File: config.mk
export PLATFORM = sky130hd
export DESIGN_NAME = led_matrix_top
export DESIGN_NICKNAME = d
export VERILOG_FILES = /design/src/verilog/matrix_cmd_pkg.sv /design/src/verilog/matrix_cfg_pkg.sv /design/src/verilog/led_matrix_top.sv /design/src/verilog/matrix_scan.sv /design/src/verilog/framebuffer_ram.sv /design/src/verilog/fb_arbiter.sv /design/src/verilog/cmd_decoder.sv /design/src/verilog/uart_rx.sv
export SDC_FILE = /design/constraint.sdc
export NUM_CORES = 2
export LEC_CHECK = 0
export CORE_ASPECT_RATIO = 1.75
export CORE_MARGIN = 4
export CORE_UTILIZATION = 40
export DETAILED_ROUTE_END_ITERATION = 10
export DONT_BUFFER_PORTS = 1
export RECOVER_POWER = 50
export REMOVE_ABC_BUFFERS = 1
export SYNTH_ARGS = -nofsm -noshare
export SYNTH_HDL_FRONTEND = slang
export SYNTH_HIERARCHICAL = 1
export SYNTH_SLANG_ARGS = --single-unit
File: constraint.sdc
create_clock -name clk_root -period 3.41 [get_ports clk_root]
set_input_delay 0.1705 -clock clk_root [delete_from_list [all_inputs] [get_ports clk_root]]
set_output_delay 0.1705 -clock clk_root [all_outputs]
set_load 0.05 [all_outputs]
File: src/verilog/matrix_cmd_pkg.sv
// command byte values and decoder state encoding for the serial command path
`default_nettype none

package matrix_cmd_pkg;

	// ascii opcodes sent over the serial line
	typedef enum logic [7:0] {
		cmd_pixel  = 8'h50,
		cmd_enable = 8'h45
	} cmd_opcode_t;

	// decoder walks opcode, then payload bytes
	typedef enum logic [2:0] {
		idle,
		addr,
		data_hi,
		data_lo,
		mask,
		write_wait
	} decode_state_t;

endpackage

`default_nettype wire

File: src/verilog/matrix_cfg_pkg.sv
// panel geometry, framebuffer and timing constants shared by the led matrix design and its testbench
`default_nettype none

package matrix_cfg_pkg;

	// 16x16 panel, two halves of 8 rows scanned together
	localparam int num_cols = 16;
	localparam int num_rows_half = 8;
	localparam int col_bits = 4;
	localparam int row_bits = 3;

	// address is {half, row, col}
	localparam int fb_addr_bits = 8;
	// rgb565
	localparam int pixel_bits = 16;

	// binary coded brightness, plane p lit for base << p cycles
	localparam int num_planes = 3;
	localparam int plane_bits = $clog2(num_planes);
	localparam int plane_base_cycles = 16;
	localparam int show_cnt_bits = $clog2(plane_base_cycles << (num_planes - 1));

	// serial line, clk_root cycles per bit
	localparam int uart_ticks_per_bit = 8;
	localparam int uart_tick_bits = $clog2(uart_ticks_per_bit);

endpackage

`default_nettype wire
File: src/verilog/led_matrix_top.sv
// led matrix driver top, serial command input to hub75 panel pins
`default_nettype none

module led_matrix_top (
	input wire logic clk_root,
	input wire logic reset,
	input wire logic uart_rx,
	output logic pixel_clk,
	output logic row_latch,
	output logic output_enable,
	output logic [matrix_cfg_pkg::row_bits-1:0] row_addr,
	output logic [2:0] rgb_top,
	output logic [2:0] rgb_bottom,
	output logic [7:0] cmd_count
);
	import matrix_cfg_pkg::*;

	// receiver to decoder
	logic [7:0] rx_data;
	logic rx_valid;

	// decoder write port
	logic wr_req;
	logic wr_grant;
	logic [fb_addr_bits-1:0] wr_addr;
	logic [pixel_bits-1:0] wr_data;

	// masks for the scan engine
	logic [2:0] rgb_enable;
	logic [num_planes-1:0] plane_enable;

	// scan read port
	logic rd_req;
	logic [fb_addr_bits-1:0] rd_addr;
	logic [pixel_bits-1:0] rd_data;

	// memory port
	logic mem_en;
	logic mem_we;
	logic [fb_addr_bits-1:0] mem_addr;
	logic [pixel_bits-1:0] mem_wdata;
	logic [pixel_bits-1:0] mem_rdata;

	uart_rx uart_rx_i (
		.clk_root(clk_root),
		.reset(reset),
		.rx(uart_rx),
		.rx_data(rx_data),
		.rx_valid(rx_valid)
	);

	cmd_decoder cmd_decoder_i (
		.clk_root(clk_root),
		.reset(reset),
		.rx_data(rx_data),
		.rx_valid(rx_valid),
		.wr_req(wr_req),
		.wr_addr(wr_addr),
		.wr_data(wr_data),
		.wr_grant(wr_grant),
		.rgb_enable(rgb_enable),
		.plane_enable(plane_enable),
		.cmd_count(cmd_count)
	);

	fb_arbiter fb_arbiter_i (
		.clk_root(clk_root),
		.reset(reset),
		.rd_req(rd_req),
		.rd_addr(rd_addr),
		.rd_data(rd_data),
		.wr_req(wr_req),
		.wr_addr(wr_addr),
		.wr_data(wr_data),
		.wr_grant(wr_grant),
		.mem_en(mem_en),
		.mem_we(mem_we),
		.mem_addr(mem_addr),
		.mem_wdata(mem_wdata),
		.mem_rdata(mem_rdata)
	);

	framebuffer_ram framebuffer_ram_i (
		.clk_root(clk_root),
		.mem_en(mem_en),
		.mem_we(mem_we),
		.mem_addr(mem_addr),
		.mem_wdata(mem_wdata),
		.mem_rdata(mem_rdata)
	);

	matrix_scan matrix_scan_i (
		.clk_root(clk_root),
		.reset(reset),
		.rgb_enable(rgb_enable),
		.plane_enable(plane_enable),
		.rd_req(rd_req),
		.rd_addr(rd_addr),
		.rd_data(rd_data),
		.pixel_clk(pixel_clk),
		.row_latch(row_latch),
		.output_enable(output_enable),
		.row_addr(row_addr),
		.rgb_top(rgb_top),
		.rgb_bottom(rgb_bottom)
	);

endmodule

`default_nettype wire

File: src/verilog/matrix_scan.sv
// hub75 scan engine under the led matrix top that shifts columns, latches rows and lights each plane
`default_nettype none

module matrix_scan (
	input wire logic clk_root,
	input wire logic reset,
	input wire logic [2:0] rgb_enable,
	input wire logic [matrix_cfg_pkg::num_planes-1:0] plane_enable,
	output logic rd_req,
	output logic [matrix_cfg_pkg::fb_addr_bits-1:0] rd_addr,
	input wire logic [matrix_cfg_pkg::pixel_bits-1:0] rd_data,
	output logic pixel_clk,
	output logic row_latch,
	output logic output_enable,
	output logic [matrix_cfg_pkg::row_bits-1:0] row_addr,
	output logic [2:0] rgb_top,
	output logic [2:0] rgb_bottom
);
	import matrix_cfg_pkg::*;

	typedef enum logic [1:0] {
		scan_shift,
		scan_latch,
		scan_show
	} scan_mode_t;

	scan_mode_t mode;
	logic [col_bits-1:0] col;
	logic [1:0] phase;
	logic [row_bits-1:0] row;
	logic [plane_bits-1:0] plane;
	logic [show_cnt_bits-1:0] show_cnt;
	logic [2:0] top_sel;

	// pick this plane's bit from the top three of each channel and mask it
	function automatic logic [2:0] colour_bits(
		input logic [pixel_bits-1:0] pix,
		input logic [plane_bits-1:0] p,
		input logic [2:0] rgb_en,
		input logic [num_planes-1:0] plane_en
	);
		logic [2:0] raw;
		raw[0] = pix[13 + p];
		raw[1] = pix[8 + p];
		raw[2] = pix[2 + p];
		return raw & rgb_en & {3{plane_en[p]}};
	endfunction

	// phase 0 reads the top half and phase 1 the bottom half
	assign rd_req = (mode == scan_shift) && !phase[1];
	assign rd_addr = {phase[0], row, col};

	always_ff @(posedge clk_root) begin
		if (reset) begin
			mode <= scan_shift;
			col <= '0;
			phase <= '0;
			row <= '0;
			plane <= '0;
			show_cnt <= '0;
		end else begin
			case (mode)
				scan_shift: begin
					phase <= phase + 1'b1;
					if (phase == 2'd3) begin
						if (col == col_bits'(num_cols - 1)) begin
							col <= '0;
							mode <= scan_latch;
						end else begin
							col <= col + 1'b1;
						end
					end
				end
				scan_latch: begin
					// lit window grows with plane weight
					show_cnt <= show_cnt_bits'((plane_base_cycles << plane) - 1);
					mode <= scan_show;
				end
				scan_show: begin
					if (show_cnt == '0) begin
						mode <= scan_shift;
						if (plane == plane_bits'(num_planes - 1)) begin
							plane <= '0;
							if (row == row_bits'(num_rows_half - 1))
								row <= '0;
							else
								row <= row + 1'b1;
						end else begin
							plane <= plane + 1'b1;
						end
					end else begin
						show_cnt <= show_cnt - 1'b1;
					end
				end
				default: mode <= scan_shift;
			endcase
		end
	end

	// top pixel comes back in phase 1
	always_ff @(posedge clk_root) begin
		if (mode == scan_shift && phase == 2'd1)
			top_sel <= colour_bits(rd_data, plane, rgb_enable, plane_enable);
	end

	// panel pins run one cycle behind the scan state
	// colour lands a cycle before its pixel_clk
	always_ff @(posedge clk_root) begin
		if (reset) begin
			pixel_clk <= 1'b0;
			row_latch <= 1'b0;
			output_enable <= 1'b0;
			row_addr <= '0;
			rgb_top <= '0;
			rgb_bottom <= '0;
		end else begin
			pixel_clk <= (mode == scan_shift) && (phase == 2'd3);
			row_latch <= (mode == scan_latch);
			output_enable <= (mode == scan_show);
			// new row shows up with the latch while the panel is still dark
			if (mode == scan_latch)
				row_addr <= row;
			if (mode == scan_shift && phase == 2'd2) begin
				rgb_top <= top_sel;
				rgb_bottom <= colour_bits(rd_data, plane, rgb_enable, plane_enable);
			end
		end
	end

	// row select only moves while the panel is dark on both sides of the change
	row_quiet: assert property (@(posedge clk_root) disable iff (reset)
		!$stable(row_addr) |-> !output_enable && !$past(output_enable));

endmodule

`default_nettype wire

File: src/verilog/framebuffer_ram.sv
// 256 x 16 single port pixel store, read data registered one cycle after the access
`default_nettype none

module framebuffer_ram (
	input wire logic clk_root,
	input wire logic mem_en,
	input wire logic mem_we,
	input wire logic [matrix_cfg_pkg::fb_addr_bits-1:0] mem_addr,
	input wire logic [matrix_cfg_pkg::pixel_bits-1:0] mem_wdata,
	output logic [matrix_cfg_pkg::pixel_bits-1:0] mem_rdata
);
	import matrix_cfg_pkg::*;

	// one word per pixel, both halves
	logic [pixel_bits-1:0] mem [0:(1 << fb_addr_bits)-1];

	// read first, a write returns the old word
	always_ff @(posedge clk_root) begin
		if (mem_en) begin
			if (mem_we)
				mem[mem_addr] <= mem_wdata;
			mem_rdata <= mem[mem_addr];
		end
	end

endmodule

`default_nettype wire

File: src/verilog/fb_arbiter.sv
// arbiter under the led matrix top that shares the one framebuffer port and serves scan reads first
`default_nettype none

module fb_arbiter (
	input wire logic clk_root,
	input wire logic reset,
	input wire logic rd_req,
	input wire logic [matrix_cfg_pkg::fb_addr_bits-1:0] rd_addr,
	output logic [matrix_cfg_pkg::pixel_bits-1:0] rd_data,
	input wire logic wr_req,
	input wire logic [matrix_cfg_pkg::fb_addr_bits-1:0] wr_addr,
	input wire logic [matrix_cfg_pkg::pixel_bits-1:0] wr_data,
	output logic wr_grant,
	output logic mem_en,
	output logic mem_we,
	output logic [matrix_cfg_pkg::fb_addr_bits-1:0] mem_addr,
	output logic [matrix_cfg_pkg::pixel_bits-1:0] mem_wdata,
	input wire logic [matrix_cfg_pkg::pixel_bits-1:0] mem_rdata
);
	import matrix_cfg_pkg::*;

	logic rd_inflight;

	// write only gets the port in a cycle with no read
	assign wr_grant = wr_req && !rd_req;

	assign mem_en = rd_req || wr_req;
	assign mem_we = wr_grant;
	assign mem_addr = rd_req ? rd_addr : wr_addr;
	assign mem_wdata = wr_data;

	// read data returns one cycle after the request
	always_ff @(posedge clk_root) begin
		if (reset)
			rd_inflight <= 1'b0;
		else
			rd_inflight <= rd_req;
	end

	// ram output only passes through in the cycle after a read
	assign rd_data = rd_inflight ? mem_rdata : {pixel_bits{1'b0}};

	// scan never reads more than two cycles in a row
	wr_latency: assert property (@(posedge clk_root) disable iff (reset)
		wr_req |-> ##[0:2] wr_grant);

endmodule

`default_nettype wire

File: src/verilog/cmd_decoder.sv
// turns received bytes into framebuffer writes and enable mask updates, counts finished commands
`default_nettype none

module cmd_decoder (
	input wire logic clk_root,
	input wire logic reset,
	input wire logic [7:0] rx_data,
	input wire logic rx_valid,
	output logic wr_req,
	output logic [matrix_cfg_pkg::fb_addr_bits-1:0] wr_addr,
	output logic [matrix_cfg_pkg::pixel_bits-1:0] wr_data,
	input wire logic wr_grant,
	output logic [2:0] rgb_enable,
	output logic [matrix_cfg_pkg::num_planes-1:0] plane_enable,
	output logic [7:0] cmd_count
);
	import matrix_cfg_pkg::*;
	import matrix_cmd_pkg::*;

	decode_state_t state;

	always_ff @(posedge clk_root) begin
		if (reset) begin
			state <= idle;
			wr_req <= 1'b0;
			// everything lit until told otherwise
			rgb_enable <= '1;
			plane_enable <= '1;
			cmd_count <= '0;
		end else begin
			case (state)
				idle: begin
					if (rx_valid) begin
						case (cmd_opcode_t'(rx_data))
							cmd_pixel: state <= addr;
							cmd_enable: state <= mask;
							// anything else is dropped
							default: state <= idle;
						endcase
					end
				end
				addr: begin
					if (rx_valid)
						state <= data_hi;
				end
				data_hi: begin
					if (rx_valid)
						state <= data_lo;
				end
				data_lo: begin
					// pixel complete, hold request until arbiter takes it
					if (rx_valid) begin
						wr_req <= 1'b1;
						state <= write_wait;
					end
				end
				write_wait: begin
					if (wr_grant) begin
						wr_req <= 1'b0;
						cmd_count <= cmd_count + 1'b1;
						state <= idle;
					end
				end
				mask: begin
					if (rx_valid) begin
						rgb_enable <= rx_data[2:0];
						plane_enable <= rx_data[5:3];
						cmd_count <= cmd_count + 1'b1;
						state <= idle;
					end
				end
				default: state <= idle;
			endcase
		end
	end

	// payload bytes, held stable while wr_req is up
	always_ff @(posedge clk_root) begin
		if (rx_valid) begin
			case (state)
				addr: wr_addr <= rx_data;
				data_hi: wr_data[pixel_bits-1 -: 8] <= rx_data;
				data_lo: wr_data[7:0] <= rx_data;
				default: ;
			endcase
		end
	end

	// request must not move until granted
	wr_hold: assert property (@(posedge clk_root) disable iff (reset)
		wr_req && !wr_grant |=> wr_req && $stable(wr_addr) && $stable(wr_data));

	// byte spacing on the line keeps writes ahead of the next byte
	no_byte_in_wait: assert property (@(posedge clk_root) disable iff (reset)
		state == write_wait |-> !rx_valid);

endmodule

`default_nettype wire

File: src/verilog/uart_rx.sv
// serial receiver for command bytes, 8N1, emits one rx_valid pulse per good frame
`default_nettype none

module uart_rx (
	input wire logic clk_root,
	input wire logic reset,
	input wire logic rx,
	output logic [7:0] rx_data,
	output logic rx_valid
);
	import matrix_cfg_pkg::*;

	logic [1:0] rx_sync;
	logic line;
	logic busy;
	logic [uart_tick_bits-1:0] tick_cnt;
	logic [3:0] bit_idx;
	logic [7:0] shift;
	logic sample;

	// two flop synchroniser, line idles high
	assign line = rx_sync[1];
	// middle of the current bit period
	assign sample = busy && (tick_cnt == uart_tick_bits'(uart_ticks_per_bit / 2));

	always_ff @(posedge clk_root) begin
		if (reset) begin
			rx_sync <= 2'b11;
			busy <= 1'b0;
			tick_cnt <= '0;
			bit_idx <= '0;
			rx_valid <= 1'b0;
		end else begin
			rx_sync <= {rx_sync[0], rx};
			rx_valid <= 1'b0;
			if (!busy) begin
				// falling edge starts a frame
				if (!line) begin
					busy <= 1'b1;
					tick_cnt <= uart_tick_bits'(1);
					bit_idx <= '0;
				end
			end else begin
				if (tick_cnt == uart_tick_bits'(uart_ticks_per_bit - 1))
					tick_cnt <= '0;
				else
					tick_cnt <= tick_cnt + 1'b1;
				if (sample) begin
					bit_idx <= bit_idx + 1'b1;
					if (bit_idx == 4'd0) begin
						// start bit gone high again, glitch
						if (line)
							busy <= 1'b0;
					end else if (bit_idx == 4'd9) begin
						// stop bit, bad framing drops the byte
						busy <= 1'b0;
						rx_valid <= line;
					end
				end
			end
		end
	end

	// data bits arrive lsb first
	always_ff @(posedge clk_root) begin
		if (sample && bit_idx != 4'd0 && bit_idx != 4'd9)
			shift <= {line, shift[7:1]};
	end

	assign rx_data = shift;

endmodule

`default_nettype wire

==> flow_summary.toml <==
[floorplanning]
boundaryPins = 23
die_h_um = 792
num_rows = 287
coreArea_mm2 = 0.350
initial_core_util_pct = 40.2
die_area_mm2 = 0.362
fp.dieW_um = 456

[timing]
finalMaxSlewViolations = 3468
worstMarginPinSlew_ps = 3170
fin_crit_sh_pct = 112
finalCriticalPeriod_ps = 3820
fin_setup_tns_ps = -4600
holdWs_ps = 431
skew_ps = 62.5
final-hold-violation-count = 0
rsz0062_at_grt = "true"
setup_slack_ps = -405
setup_viol = 14
fmax_mhz = 262
slew_headroom_pct = -111

[power]
power_density_mw_per_mm2 = 544
combPwrFrac_pct = 7.2
internal-power_mw = 72.5
netSwitchingFraction_pct = 21.4
irDropWorstVdd_mv = 0.404
switching_power_mw = 19.7
p_seq_share_pct = 53.3
clkPwrFrac_pct = 39.5
leakagePower_nw = 52.5

[clock_network]
cts_sinks = 3692
root_buffer = "clkbuf_16"
clock_path_buffers = 4
clk_pin_slew_ps = 70
h-tree-depth = 5
cts_buffers = 314
clock_latency_ps = 910
cts_tree = "yes"

[final_layout]
final_cell_mix = "3631 x edfxtp_1, 898 x mux4_2, 696 x buf_4, 328 x clkbuf_16, 316 x a22oi_1"
mostFrequentLayoutCell = "edfxtp_1"
area_growth_pct = 20.6
drive_above_1_share_pct = 36.9
fill_cells = 28008
post-route-util_pct = 48.5
nets = 7395

[grt]
grt_pass1_wl_um = 546000
antenna_found_initial = 9
grt_start_max_net_pins = 173
grt_pass1_vias = 73194
gr-usage-all-layers_pct = 20.8
grt-ovfl-total = 0

[flow_run]
maxCapViolCount = 31

[drt]
wl_um = 383000
drt_iter0_markers = 7427
routedWlPerCell_um = 31.3
drc = 0
dr.pass1.iters = 5
ant_nets = 0
via_count = 70462
vias_per_cell = 5.76

[setup_path]
cp_cell_sequence = "nor3_4, buf_6, mux2_8, buf_16, buf_16, buf_16, buf_8, mux4_2, a22oi_2, a21oi_4, o41ai_4, buf_4, nand4_1"
max_stage_delay_ps = 660
critPathMostFrequentCell = "buf_16"
critPathMaxFanout = 8
critical_path.startpoint_type = "flop"
arrival_ps = 4460
crit_slowest_cell = "o41ai_4"
crit_required_ps = 4050
end_kind = "flop"
critPathKind = "reg2reg"

[synth]
yosysWarnings = 6
synth_area_mm2 = 0.141
syn_area_per_cell_um2 = 22.1
synthCells = 6378

[place]
place_congestion = 0.855
io_buffers = 0
dp_hpwl_um = 236000

[outcome]
violations = "capacitance limit, slew limit, setup timing"
status = "finished with violations"

[hold_path]
hold_path.class = "reg2reg"
[stage by stage]
step / area (µm²) / setup slack [ps] / total power, mW / instances
global route: 170000 / -456 / 94.9 / 12239
CTS: 169000 / -374 / 92.7 / 12183
global placement: 156000 / -1510 / 56.1 / 11572
detailed placement: 156000 / -1460 / 56.1 / 11572
finish: 170000 / -405 / 92.3 / 12242
floorplan: 139000 / -11950 / 54.6 / 5932
[worst paths after layout]
path	startpoint	end	slack [ps]	depth (start not counted)
min reg2reg	uart_rx_i/rx_sync[0]	uart_rx_i/rx_sync[1]	430	1
max reg2reg	matrix_scan_i/mode[1]	framebuffer_ram_i/mem_rdata[11]	-410	13
max	matrix_scan_i/mode[1]	framebuffer_ram_i/mem_rdata[11]	-410	13
min	uart_rx_i/rx_sync[0]	uart_rx_i/rx_sync[1]	430	1
[critical path, delay by kind of cell, from the launching register on]
kind            cells  cell delay (ps)
compound gates      3             1040
mux                 2              790
simple gates        2              320
buf+inv             6             1030
flops               1              340
[power groups by stage]
stage	clock, mW	sequential, mW	combinational [mW]
2_1_floorplan	0	50.1	4.49
3_3_place_gp	0	50.2	5.88
3_5_place_dp	0	50.2	5.91
4_1_cts	37.1	49.2	6.44
5_1_grt	38.9	49.2	6.93
6_report	36.4	49.2	6.66
[what timing repair did]
item                                   4_1_cts  5_1_grt
endpoints found under the hold margin       61        0
hold buffers                                 5        0
resized for setup                          209      207
setup buffers                               34       57
pin swaps                                   48       89
setup endpoints to repair                   14     2305
cloned                                      16        4
[routing by layer]
metal	share of wire, %	vias to the layer above	GRT usage, %	routed length, µm
met1	35	37981	24.9	135000
li1	-	29026	-	-
met4	6.4	4	10.5	24400
met2	53	2708	37.3	201000
met5	0.0081	-	0	31
met3	5.7	743	2.38	22000
[sequential cells by signal (all words and copies together), names as in the netlist, 2 cells and up]
register                     flops
uart_rx_i/bit_idx                4
uart_rx_i/rx_sync                2
matrix_scan_i/rgb_top            3
matrix_scan_i/show_cnt           6
framebuffer_ram_i/mem         3584
matrix_scan_i/rgb_bottom         3
cmd_decoder_i/plane_enable       3
uart_rx_i/rx_data                8
cmd_decoder_i/rgb_enable         3
matrix_scan_i/top_sel            3
uart_rx_i/tick_cnt               3
matrix_scan_i/plane              2
matrix_scan_i/col                4
matrix_scan_i/row_addr           3
cmd_decoder_i/cmd_count          8
cmd_decoder_i/state              3
cmd_decoder_i/wr_addr            8
matrix_scan_i/phase              2
matrix_scan_i/row                3
cmd_decoder_i/wr_data           14
matrix_scan_i/mode               2
framebuffer_ram_i/mem_rdata     14
[final cells by class]
cell class | instances | area [µm²] | area share (%)
flip-flops and latches | 3692 | 110000 | 65.0
multi-input cells | 2225 | 30400 | 17.9
repair buffers | 1123 | 13000 | 7.65
clock buffers | 363 | 8250 | 4.86
well taps | 4624 | 5790 | 3.41
clock inverters | 195 | 1940 | 1.15
inverters | 16 | 60.1 | 0.0354
diodes | 4 | 10.0 | 0.00590
Note: power is estimated with default switching activity, not from simulation.
